### src/verilog/ifu_config.svh
// Fetch unit configuration
`ifndef IFU_CONFIG_SVH
`define IFU_CONFIG_SVH

// Instruction and PC width
`define IFU_XLEN 32

// Words per cache line
`define IFU_LINE_WORDS 4

// Line index bits, 16 lines
`define IFU_INDEX_WIDTH 4

// Byte offset within a line
`define IFU_OFFSET_WIDTH 4

// PC bits above index and offset
`define IFU_TAG_WIDTH 24

`endif

### src/verilog/ifu_pkg.sv
// Fetch unit types
`default_nettype none
`include "ifu_config.svh"

package ifu_pkg;

  typedef logic [`IFU_XLEN-1:0] addr_t;
  typedef logic [`IFU_XLEN-1:0] inst_t;
  typedef logic [`IFU_TAG_WIDTH-1:0] tag_t;
  typedef logic [`IFU_INDEX_WIDTH-1:0] index_t;
  typedef logic [$clog2(`IFU_LINE_WORDS)-1:0] word_sel_t;
  typedef logic [`IFU_LINE_WORDS*`IFU_XLEN-1:0] line_t;

  // Fetch controller states
  typedef enum logic [2:0] {
    IDLE,
    LOOKUP,
    REQ,
    FILL,
    WRITE,
    SEND
  } fetch_state_t;

endpackage

`default_nettype wire

### src/verilog/cache_dir_if.sv
// Cache directory interface
`timescale 1ns/1ps
`default_nettype none

interface cache_dir_if;

  // Lookup request and registered result
  logic lookup_en;
  ifu_pkg::index_t lookup_index;
  ifu_pkg::tag_t lookup_tag;
  logic lookup_valid;

  // Line fill
  logic fill_en;
  ifu_pkg::index_t fill_index;
  ifu_pkg::tag_t fill_tag;

  modport ctrl (
    output lookup_en,
    output lookup_index,
    input  lookup_tag,
    input  lookup_valid,
    output fill_en,
    output fill_index,
    output fill_tag
  );

  modport dir (
    input  lookup_en,
    input  lookup_index,
    output lookup_tag,
    output lookup_valid,
    input  fill_en,
    input  fill_index,
    input  fill_tag
  );

endinterface

`default_nettype wire

### src/verilog/cache_directory.sv
// Instruction cache directory
`timescale 1ns/1ps
`default_nettype none
`include "ifu_config.svh"

module cache_directory (
  input  logic      clk,
  input  logic      rst_n,
  input  logic      invalidate,
  cache_dir_if.dir  l1i_dir_if
);

  localparam int NUM_LINES = 1 << `IFU_INDEX_WIDTH;

  ifu_pkg::tag_t tags [NUM_LINES];
  logic [NUM_LINES-1:0] valid_q;

  // Invalidate takes priority over a fill
  always_ff @(posedge clk or negedge rst_n) begin
    if (!rst_n) begin
      valid_q <= '0;
    end else if (invalidate) begin
      valid_q <= '0;
    end else if (l1i_dir_if.fill_en) begin
      valid_q[l1i_dir_if.fill_index] <= 1'b1;
    end
  end

  always_ff @(posedge clk) begin
    if (l1i_dir_if.fill_en) begin
      tags[l1i_dir_if.fill_index] <= l1i_dir_if.fill_tag;
    end
  end

  // Registered lookup, sees an invalidate at the same edge
  always_ff @(posedge clk or negedge rst_n) begin
    if (!rst_n) begin
      l1i_dir_if.lookup_valid <= 1'b0;
    end else if (l1i_dir_if.lookup_en) begin
      l1i_dir_if.lookup_valid <= valid_q[l1i_dir_if.lookup_index] && !invalidate;
    end
  end

  always_ff @(posedge clk) begin
    if (l1i_dir_if.lookup_en) begin
      l1i_dir_if.lookup_tag <= tags[l1i_dir_if.lookup_index];
    end
  end

  // Controller never looks up while it fills
  fill_lookup_excl: assert property (
    @(posedge clk) disable iff (!rst_n)
    !(l1i_dir_if.fill_en && l1i_dir_if.lookup_en)
  );

endmodule

`default_nettype wire

### src/verilog/cache_mem.sv
// Instruction cache line store
`timescale 1ns/1ps
`default_nettype none
`include "ifu_config.svh"

module cache_mem (
  input  logic                clk,
  input  logic                rd_en,
  input  ifu_pkg::index_t     rd_index,
  input  ifu_pkg::word_sel_t  rd_word,
  output ifu_pkg::inst_t      rd_data,
  input  logic                wr_en,
  input  ifu_pkg::index_t     wr_index,
  input  ifu_pkg::line_t      wr_line
);

  localparam int NUM_LINES = 1 << `IFU_INDEX_WIDTH;

  ifu_pkg::line_t lines [NUM_LINES];

  // Whole line written at once
  always_ff @(posedge clk) begin
    if (wr_en) begin
      lines[wr_index] <= wr_line;
    end
  end

  // Word read, one cycle latency
  always_ff @(posedge clk) begin
    if (rd_en) begin
      rd_data <= lines[rd_index][rd_word*`IFU_XLEN +: `IFU_XLEN];
    end
  end

endmodule

`default_nettype wire

### src/verilog/ifu.sv
// Instruction fetch controller
`timescale 1ns/1ps
`default_nettype none
`include "ifu_config.svh"

module ifu (
  input  logic                clk,
  input  logic                rst_n,

  // Program counter stream
  input  ifu_pkg::addr_t      next_pc_tdata,
  input  logic                next_pc_tvalid,
  output logic                next_pc_tready,

  // Instruction stream
  output ifu_pkg::inst_t      ifid_tdata_inst,
  output logic                inst_tvalid,
  input  logic                inst_tready,

  // Read address channel
  output ifu_pkg::addr_t      araddr,
  output logic [7:0]          arlen,
  output logic [2:0]          arsize,
  output logic [1:0]          arburst,
  output logic                arvalid,
  input  logic                arready,

  // Read data channel
  input  ifu_pkg::inst_t      rdata,
  input  logic                rlast,
  input  logic                rvalid,
  output logic                rready,

  cache_dir_if.ctrl           l1i_dir_if,

  // Line store
  output logic                mem_rd_en,
  output ifu_pkg::index_t     mem_rd_index,
  output ifu_pkg::word_sel_t  mem_rd_word,
  input  ifu_pkg::inst_t      mem_rd_data,
  output logic                mem_wr_en,
  output ifu_pkg::index_t     mem_wr_index,
  output ifu_pkg::line_t      mem_wr_line
);

  ifu_pkg::fetch_state_t state_q;
  ifu_pkg::addr_t pc_q;
  ifu_pkg::addr_t lookup_pc;
  ifu_pkg::inst_t inst_q;
  ifu_pkg::line_t line_q;
  logic replay_q;
  logic pc_fire;
  logic lookup_go;
  logic write_go;
  logic compare;
  logic hit;

  function automatic ifu_pkg::tag_t pc_tag(ifu_pkg::addr_t pc);
    return pc[`IFU_XLEN-1 -: `IFU_TAG_WIDTH];
  endfunction

  function automatic ifu_pkg::index_t pc_index(ifu_pkg::addr_t pc);
    return pc[`IFU_OFFSET_WIDTH +: `IFU_INDEX_WIDTH];
  endfunction

  function automatic ifu_pkg::word_sel_t pc_word(ifu_pkg::addr_t pc);
    return pc[`IFU_OFFSET_WIDTH-1:2];
  endfunction

  assign next_pc_tready = (state_q == ifu_pkg::IDLE);
  assign pc_fire = next_pc_tvalid && next_pc_tready;

  // First lookup takes the incoming PC and the replay takes the held one
  assign lookup_pc = (state_q == ifu_pkg::IDLE) ? next_pc_tdata : pc_q;
  assign lookup_go = pc_fire || (state_q == ifu_pkg::LOOKUP && replay_q);
  assign compare = (state_q == ifu_pkg::LOOKUP) && !replay_q;

  assign l1i_dir_if.lookup_en = lookup_go;
  assign l1i_dir_if.lookup_index = pc_index(lookup_pc);
  assign mem_rd_en = lookup_go;
  assign mem_rd_index = pc_index(lookup_pc);
  assign mem_rd_word = pc_word(lookup_pc);

  assign hit = l1i_dir_if.lookup_valid && (l1i_dir_if.lookup_tag == pc_tag(pc_q));

  // Line and tag land in the same cycle
  assign write_go = (state_q == ifu_pkg::WRITE);
  assign mem_wr_en = write_go;
  assign mem_wr_index = pc_index(pc_q);
  assign mem_wr_line = line_q;
  assign l1i_dir_if.fill_en = write_go;
  assign l1i_dir_if.fill_index = pc_index(pc_q);
  assign l1i_dir_if.fill_tag = pc_tag(pc_q);

  // Line burst of 4-byte INCR beats
  assign arvalid = (state_q == ifu_pkg::REQ);
  assign araddr = {pc_tag(pc_q), pc_index(pc_q), {`IFU_OFFSET_WIDTH{1'b0}}};
  assign arlen = 8'(`IFU_LINE_WORDS - 1);
  assign arsize = 3'd2;
  assign arburst = 2'b01;
  assign rready = (state_q == ifu_pkg::FILL);

  assign inst_tvalid = (state_q == ifu_pkg::SEND);
  assign ifid_tdata_inst = inst_q;

  always_ff @(posedge clk or negedge rst_n) begin
    if (!rst_n) begin
      state_q <= ifu_pkg::IDLE;
      replay_q <= 1'b0;
    end else begin
      case (state_q)
        ifu_pkg::IDLE: begin
          if (pc_fire) begin
            state_q <= ifu_pkg::LOOKUP;
          end
        end
        ifu_pkg::LOOKUP: begin
          if (replay_q) begin
            replay_q <= 1'b0;
          end else if (hit) begin
            state_q <= ifu_pkg::SEND;
          end else begin
            state_q <= ifu_pkg::REQ;
          end
        end
        ifu_pkg::REQ: begin
          if (arready) begin
            state_q <= ifu_pkg::FILL;
          end
        end
        ifu_pkg::FILL: begin
          if (rvalid && rlast) begin
            state_q <= ifu_pkg::WRITE;
          end
        end
        ifu_pkg::WRITE: begin
          state_q <= ifu_pkg::LOOKUP;
          replay_q <= 1'b1;
        end
        ifu_pkg::SEND: begin
          if (inst_tready) begin
            state_q <= ifu_pkg::IDLE;
          end
        end
        default: state_q <= ifu_pkg::IDLE;
      endcase
    end
  end

  always_ff @(posedge clk) begin
    if (pc_fire) begin
      pc_q <= next_pc_tdata;
    end
    if (compare) begin
      inst_q <= mem_rd_data;
    end
    // Word 0 arrives first and ends at the bottom
    if (rvalid && rready) begin
      line_q <= {rdata, line_q[$bits(ifu_pkg::line_t)-1:`IFU_XLEN]};
    end
  end

  ar_hold: assert property (
    @(posedge clk) disable iff (!rst_n)
    arvalid && !arready |=> arvalid && $stable(araddr)
  );

  inst_hold: assert property (
    @(posedge clk) disable iff (!rst_n)
    inst_tvalid && !inst_tready |=> inst_tvalid && $stable(ifid_tdata_inst)
  );

  // Read data only comes for the burst in flight
  r_only_in_fill: assert property (
    @(posedge clk) disable iff (!rst_n)
    rvalid |-> state_q == ifu_pkg::FILL
  );

endmodule

`default_nettype wire

### src/verilog/ifu_wrap.sv
// Instruction fetch unit top
`timescale 1ns/1ps
`default_nettype none

module ifu_wrap (
  input  logic            clk,
  input  logic            rst_n,

  // From the PC generator
  input  ifu_pkg::addr_t  next_pc_tdata,
  input  logic            next_pc_tvalid,
  output logic            next_pc_tready,

  // To the decoder
  output ifu_pkg::inst_t  ifid_tdata_inst,
  output logic            inst_tvalid,
  input  logic            inst_tready,

  // Read address channel
  output ifu_pkg::addr_t  araddr,
  output logic [7:0]      arlen,
  output logic [2:0]      arsize,
  output logic [1:0]      arburst,
  output logic            arvalid,
  input  logic            arready,

  // Read data channel
  input  ifu_pkg::inst_t  rdata,
  input  logic            rlast,
  input  logic            rvalid,
  output logic            rready,

  input  logic            invalidate
);

  cache_dir_if l1i_dir_if_0 ();

  logic mem_rd_en;
  ifu_pkg::index_t mem_rd_index;
  ifu_pkg::word_sel_t mem_rd_word;
  ifu_pkg::inst_t mem_rd_data;
  logic mem_wr_en;
  ifu_pkg::index_t mem_wr_index;
  ifu_pkg::line_t mem_wr_line;

  ifu ifu_inst (
    .clk(clk),
    .rst_n(rst_n),
    .next_pc_tdata(next_pc_tdata),
    .next_pc_tvalid(next_pc_tvalid),
    .next_pc_tready(next_pc_tready),
    .ifid_tdata_inst(ifid_tdata_inst),
    .inst_tvalid(inst_tvalid),
    .inst_tready(inst_tready),
    .araddr(araddr),
    .arlen(arlen),
    .arsize(arsize),
    .arburst(arburst),
    .arvalid(arvalid),
    .arready(arready),
    .rdata(rdata),
    .rlast(rlast),
    .rvalid(rvalid),
    .rready(rready),
    .l1i_dir_if(l1i_dir_if_0),
    .mem_rd_en(mem_rd_en),
    .mem_rd_index(mem_rd_index),
    .mem_rd_word(mem_rd_word),
    .mem_rd_data(mem_rd_data),
    .mem_wr_en(mem_wr_en),
    .mem_wr_index(mem_wr_index),
    .mem_wr_line(mem_wr_line)
  );

  cache_directory l1i_dir_inst (
    .clk(clk),
    .rst_n(rst_n),
    .invalidate(invalidate),
    .l1i_dir_if(l1i_dir_if_0)
  );

  cache_mem l1i_mem_inst (
    .clk(clk),
    .rd_en(mem_rd_en),
    .rd_index(mem_rd_index),
    .rd_word(mem_rd_word),
    .rd_data(mem_rd_data),
    .wr_en(mem_wr_en),
    .wr_index(mem_wr_index),
    .wr_line(mem_wr_line)
  );

endmodule

`default_nettype wire
### config.mk
export PLATFORM = sky130hd
export DESIGN_NAME = ifu_wrap
export DESIGN_NICKNAME = d
export VERILOG_FILES = /design/src/verilog/ifu_pkg.sv /design/src/verilog/cache_dir_if.sv /design/src/verilog/cache_directory.sv /design/src/verilog/cache_mem.sv /design/src/verilog/ifu.sv /design/src/verilog/ifu_wrap.sv
export VERILOG_INCLUDE_DIRS = /design/src /design/src/verilog
export SDC_FILE = /design/constraint.sdc
export NUM_CORES = 2
export LEC_CHECK = 0
export ABC_CLOCK_PERIOD_IN_PS = 11500
export BUFFER_PORTS_ARGS = -buffer_cell sky130_fd_sc_hd__buf_2
export CORE_MARGIN = 1
export CORE_UTILIZATION = 32
export DETAILED_ROUTE_END_ITERATION = 7
export GPL_TIMING_DRIVEN = 0
export HOLD_SLACK_MARGIN = 0.05
export SLEW_MARGIN = 20
export SYNTH_ARGS = -nofsm -noshare
export SYNTH_HDL_FRONTEND = slang
export SYNTH_SLANG_ARGS = --single-unit
### constraint.sdc
create_clock -name clk -period 11.5 [get_ports clk]
set_clock_uncertainty 0.2 [all_clocks]
set_input_delay 2.3 -clock clk [delete_from_list [all_inputs] [get_ports clk]]
set_output_delay 2.3 -clock clk [all_outputs]
set_load 0.03 [all_outputs]
# [After elaboration in Yosys (flattened, before gate mapping)]
# Memories as Yosys holds them, arrays and structs flattened. A register that Yosys moved wholly into a read port is not among the register bits.
# Cells that the tools add are included.
[classes] n_lt_le_gt_ge=3 eq_ne=11 shift=1 mux=17 bitwise_logic=1 reduce_logical=15
[ops] op="indexed part select 128 x 8 -> 32 bit" count=1
[ops] op="two-way mux 16 bit" count=2
[ops] op="== test 24 bit" count=1
[ops] op="two-way mux 3 bit" count=6
[ops] op="case mux 3 bit (6 select lines)" count=1
[ops] op="OR 16 bit" count=1
[ops] op="< comparator 4 x 5 -> 1 bit (second input constant)" count=2
[ops] op="logical AND 1 bit" count=8
[ops] op="two-way mux 8 bit" count=1
[ops] op="== test 3 x 2 -> 1 bit (second input constant)" count=2
[ops] op="== test 3 bit (second input constant)" count=2
[ops] op="inequality test 2 bit (second input constant)" count=3
[ops] op="AND reduction 5 bit" count=1
[ops] op="binary-select mux 1 bit (select 4 bit)" count=1
[ops] op="demux 1 bit (select 4 bit)" count=1
[ops] op=">= comparator 4 x 1 -> 1 bit (second input constant)" count=1
[ops] op="two-way mux 1 bit" count=4
[ops] op="inequality test 2 x 1 -> 1 bit (second input constant)" count=2
[ops] op="nonzero test 2 bit" count=2
[ops] op="== test 3 x 1 -> 1 bit (second input constant)" count=1
[ops] op="logical NOT 3 bit" count=1
[ops] op="logical NOT 1 bit" count=2
[ops] op="case mux 1 bit (2 select lines)" count=1
[ops] op="logical OR 1 bit" count=1
[totals] regBits=245 ramBits=2432 input_bits=72 n_memories=2
[mem_list] memory="l1i_mem_inst.lines" words=16 word_bits=128 read_ports=1 rd_clocked_by_memory_dff=0 wr=1 line="cache_mem.sv:19" source="ifu_pkg::line_t lines [NUM_LINES];"
[mem_list] memory="l1i_dir_inst.tags" words=16 word_bits=24 read_ports=1 rd_clocked_by_memory_dff=1 wr=1 line="cache_directory.sv:15" source="ifu_pkg::tag_t tags [NUM_LINES];"

# [Depth between registers and ports, before layout]
[depth] ltp_word=7 ltp_mapped=12 mapped_depth_nobuf=6

# [Modules after synthesis]
# A second synthesis with hierarchy kept.
[unflattened] hier_cells=4308 area_unflattened_um2=101182.0
[by_module_without_submodules] mod="cache_mem" n_inst=1 cells_each=3308 area_per_inst_um2=78282.6
[by_module_without_submodules] mod="cache_directory" n_inst=1 cells_each=643 area_per_inst_um2=15922.8
[by_module_without_submodules] mod="ifu" n_inst=1 cells_each=357 area_per_inst_um2=6976.7

# [Worst setup path after synthesis]
# No wires, ideal clock.
[synth_path] kind="reg2reg" start="register ifu_inst.state_q[0]" end="memory l1i_dir_inst.tags[0][0] (netlist name), enable pin" arrival_time_ns=11.603 slack_ns=-1.155 stages_incl_launch_ff=7 path_buffers=2 synth_period_minus_slack_ns=12.655 cell_sequence="dfrtp_1 buf_6 buf_2 nor2_1 nand2_1 or3_1 nor3_1"
[synth_between] elab_chain_cells=3
[synth_rtl] item="start: declaration" line="ifu.sv:46" source="ifu_pkg::fetch_state_t state_q;"
[synth_rtl] item="start signal: assignment" line="ifu.sv:108" source="state_q <= ifu_pkg::IDLE;"
[synth_rtl] item="start signal: assignment" line="ifu.sv:114" source="state_q <= ifu_pkg::LOOKUP;"
[synth_rtl] item="start signal: assignment" line="ifu.sv:121" source="state_q <= ifu_pkg::SEND;"
[synth_rtl] item="== test 3 bit" line="ifu.sv:87" source="assign write_go = (state_q == ifu_pkg::WRITE);"
[synth_rtl] item="two-way mux 1 bit" line="cache_directory.sv:30" source="if (l1i_dir_if.fill_en) begin"
[synth_rtl] item="two-way mux 1 bit (implied by the code)" line="cache_directory.sv:31" source="tags[l1i_dir_if.fill_index] <= l1i_dir_if.fill_tag;"
[synth_rtl] item="end: declaration" line="cache_directory.sv:15"
# Every way passes these cells.

# [Final worst setup path]
[layout_path] start="input port next_pc_tdata[6]" end="register l1i_mem_inst.rd_data[19], data pin"
[layout_between] elab_chain_cells=3
[layout_rtl] item="start: declaration" line="ifu_wrap.sv:10" source="input ifu_pkg::addr_t next_pc_tdata,"
[layout_rtl] item="two-way mux 8 bit" line="ifu.sv:74" source="assign lookup_pc = (state_q == ifu_pkg::IDLE) ? next_pc_tdata : pc_q;"
[layout_rtl] item="memory read (16 x 128 bit)"
[layout_rtl] item="indexed part select 128 x 8 -> 32 bit" line="cache_mem.sv:31" source="rd_data <= lines[rd_index][rd_word*`IFU_XLEN +: `IFU_XLEN];"
[layout_rtl] item="end signal: assignment" line="cache_mem.sv:31"
[layout_rtl] item="end: declaration" line="cache_mem.sv:11" source="output ifu_pkg::inst_t rd_data,"
# Every way passes these cells.
# A chain may end at the register's enable or synchronous reset.

==> metrics.txt <==
status=finished clean; Most used DFF post-synth=edfxtp_1; maximum vdd ir drop=0.183 mV; setup_tns=0 ns; most frequent CP cell=buf_2; Synth Instances=6,831; I/O pin count=153; post-DP HPWL=271 mm; H-tree depth=5; number of port buffers=132; initial antenna violation count=53; layout cells sized above 1=0.143; First-pass DRT Iterations=8; global-route wire length before repair=517 mm; leakage power=0.0430 uW; Clock Power Share=0.276; FF-to-FF setup slack=5.65 ns; sequential power share=0.379; hold wc startpoint=l1i_mem_inst.rd_data[8]$_DFFE_PP_; die width=580 um; gp weighted congestion=0.948; # hold bufs at CTS=0; most common cell in the netlist=edfxtp_1; Seq/Total Area, Yosys=0.757; Synth warnings=0; CP Class=in2reg; CORE AREA=331,000 um^2; number of buffers created by CTS=278; average wire per standard cell=31.4 um; CP Launch Type=input pin; clk slew on worst S/H paths=0.06 ns; Root Buffer=clkbuf_16; critical path arrival=7.17 ns; post-synth top area cell=edfxtp_1; CP Capture Type=flip-flop; die area=336,000 um^2; Psw=12,700 uW; largest net degree at the start of global routing=47; Routed Antenna Nets=0; Post-layout nets=7,497; Critical Path, Cell by Cell=buf_2 -> or4b_1 -> clkbuf_1 -> nand2_2 -> buf_2 -> buf_2 -> a211oi_1 -> o21ai_0 -> o2111ai_1 -> nor4_2; Slowest cell on crit path=nor4_2; worst slew pin tran=1.26 ns; Initial DRC Count=10,700; Via density=5.80; DP Area=117,000 um^2; FMAX=146 MHz; via count=69,900; drt drc=0; Final setup viols=0; Post-CTS Resized=0; Clk Latency, worst-skew pair=0.87 ns; reg-to-reg startpoint=ifu_inst.state_q[2]$_DFFE_PN0P_; Final Max Slew Viols=0; Finished Cell Area=126,000 um^2; Post-Syn Area=107,000 um^2; row count=211; launch point of the worst path=next_pc_tdata[6]; Hold Vio Cnt, Final=0; Relative slew margins=0.162; Int Pwr=19,600 uW; Yosys reg bits=2,699; CTS max path bufs=4; Hold Path Class=reg2reg; Layout area overhead=17.4%; # clock sinks=2,699; max_cap viols=0; synth cell count leaders=edfxtp_1 (2,678), and3_1 (1,036), a211oi_1 (1,032); die height=580 um; PwrDens=258 nW/um^2; Initial Utilization=0.323; asr flop ratio synth=0.00778; RSZ-0062 raised after global routing=false; switching share of power=0.393; gr usage total=0.217; post-CTS setup buffers=0; EDFF count, synth=2,678; CTS tree=yes; total grt overflow=0; Yosys cell types=52; Avg Inst Size Synth=15.7 um^2; Combinational Power Share=0.344; post-synth top area share=0.752; Final min period=6.87 ns; Tcrit/Tclk final=0.597; required time worst endpoint=11.80 ns; vias in the first global route=66,000; Post-Route WL=378 mm; crit-path max cell delay=0.99 ns; Crit Path Max Fanout=13; final core occ=0.379; leading post-synthesis cells by cell area=edfxtp_1 (75%), a211oi_1 (7.2%), and3_1 (6.1%); total power=32,400 uW
==> critical path, delay by kind of cell <==
family | cells | cell delay (ns)
AO/OA/AOI/OAI | 3 | 1.36
buffers and inverters | 4 | 1.54
AND/OR/NAND/NOR | 3 | 1.91
==> routing by layer <==
metal / wire, um / GRT usage / vias up / part of all wire
met4: 20400 / 0.105 / 26 / 0.054
li1: - / - / 28800 / -
met3: 46200 / 0.0547 / 774 / 0.12
met1: 147000 / 0.295 / 35500 / 0.39
met5: 205 / 0 / - / 0.00054
met2: 165000 / 0.324 / 4825 / 0.44
==> cells by family (layout without fill, tap and decap cells) <==
| group | count (synthesis) | count (layout) | share of synthesized area |
|---|---|---|---|
| multiplexers | 10 | 10 | 0.00108 |
| other | 2 | 66 | 0.0000702 |
| flip-flops | 2699 | 2699 | 0.757 |
| AND/OR/NAND/NOR | 1666 | 1666 | 0.0888 |
| AO/OA/AOI/OAI | 1783 | 1783 | 0.123 |
| buffers and inverters | 647 | 1434 | 0.0285 |
| XOR/XNOR | 24 | 24 | 0.00197 |
==> layout by cell type (no fill, tap or decap), types with 56 or more instances in the layout <==
cell type	netlist	layout
edfxtp_1	2678	2678
and3_1	1036	1036
a211oi_1	1032	1032
buf_2	257	395
nand2_1	388	388
o21bai_1	352	352
clkbuf_1	316	344
clkbuf_16	0	283
a31oi_1	89	89
o21ai_0	85	85
a311oi_1	72	72
nand4_1	70	70
o2111ai_1	64	64
clkinv_1	0	63
a21oi_1	58	58
buf_12	0	58
nand3_1	57	57
buf_4	54	56
==> path summary, 6_finish.rpt <==
kind                                                    endpoint  depth (start not counted)
max                           l1i_mem_inst.rd_data[19]$_DFFE_PP_                         10
min                        ifu_inst.ifid_tdata_inst[8]$_DFFE_PP_                          0
max reg2reg                   l1i_mem_inst.rd_data[22]$_DFFE_PP_                          9
min reg2reg                ifu_inst.ifid_tdata_inst[8]$_DFFE_PP_                          0
max in group asynchronous    l1i_dir_inst.valid_q[3]$_DFFE_PN0P_                          1
min in group asynchronous          ifu_inst.replay_q$_DFFE_PN0P_                          1
==> final cells by class <==
cell class	instances	area, um^2
fill	30400	206000
clock inverter	167	1580
timing repair buffer	299	3980
inverter	5	21.3
buffer	642	3040
tap	4366	5460
multi-input combinational	3500	23100
antenna	49	123
clock buffer	321	7220
sequential	2699	80900
==> registers in the layout, indices dropped and copies added, names as in the netlist <==
name,cells
ifu_inst.state_q,3
l1i_dir_inst.valid_q,16
ifu_inst.ifid_tdata_inst,32
l1i_dir_inst.l1i_dir_if.lookup_tag,24
l1i_dir_inst.tags,384
ifu_inst.replay_q,1
l1i_mem_inst.rd_data,32
ifu_inst.pc_q,30
l1i_dir_inst.l1i_dir_if.lookup_valid,1
l1i_mem_inst.lines,2048
ifu_inst.mem_wr_line,128
==> metrics by stage <==
step | setup slack [ns] | hold WS (ns) | cells
after global routing | 4.82 | 0.225 | 12000
after global placement | -3.65 | 0.206 | 11300
final | 4.63 | 0.218 | 12000
after detailed placement | 4.00 | 0.207 | 11500
after floorplan | 2.97 | 0.200 | 6846
after CTS | 4.88 | 0.221 | 12000
==> power groups by stage <==
stage	clock [uW]	sequential, uW	combinational, uW
after global routing	9360	12300	11500
after CTS	9000	12300	10800
after detailed placement	0	12500	10800
after global placement	0	12600	10500
after floorplan	0	12200	5630
final	8950	12300	11200
(Power assumes the default switching activity.)
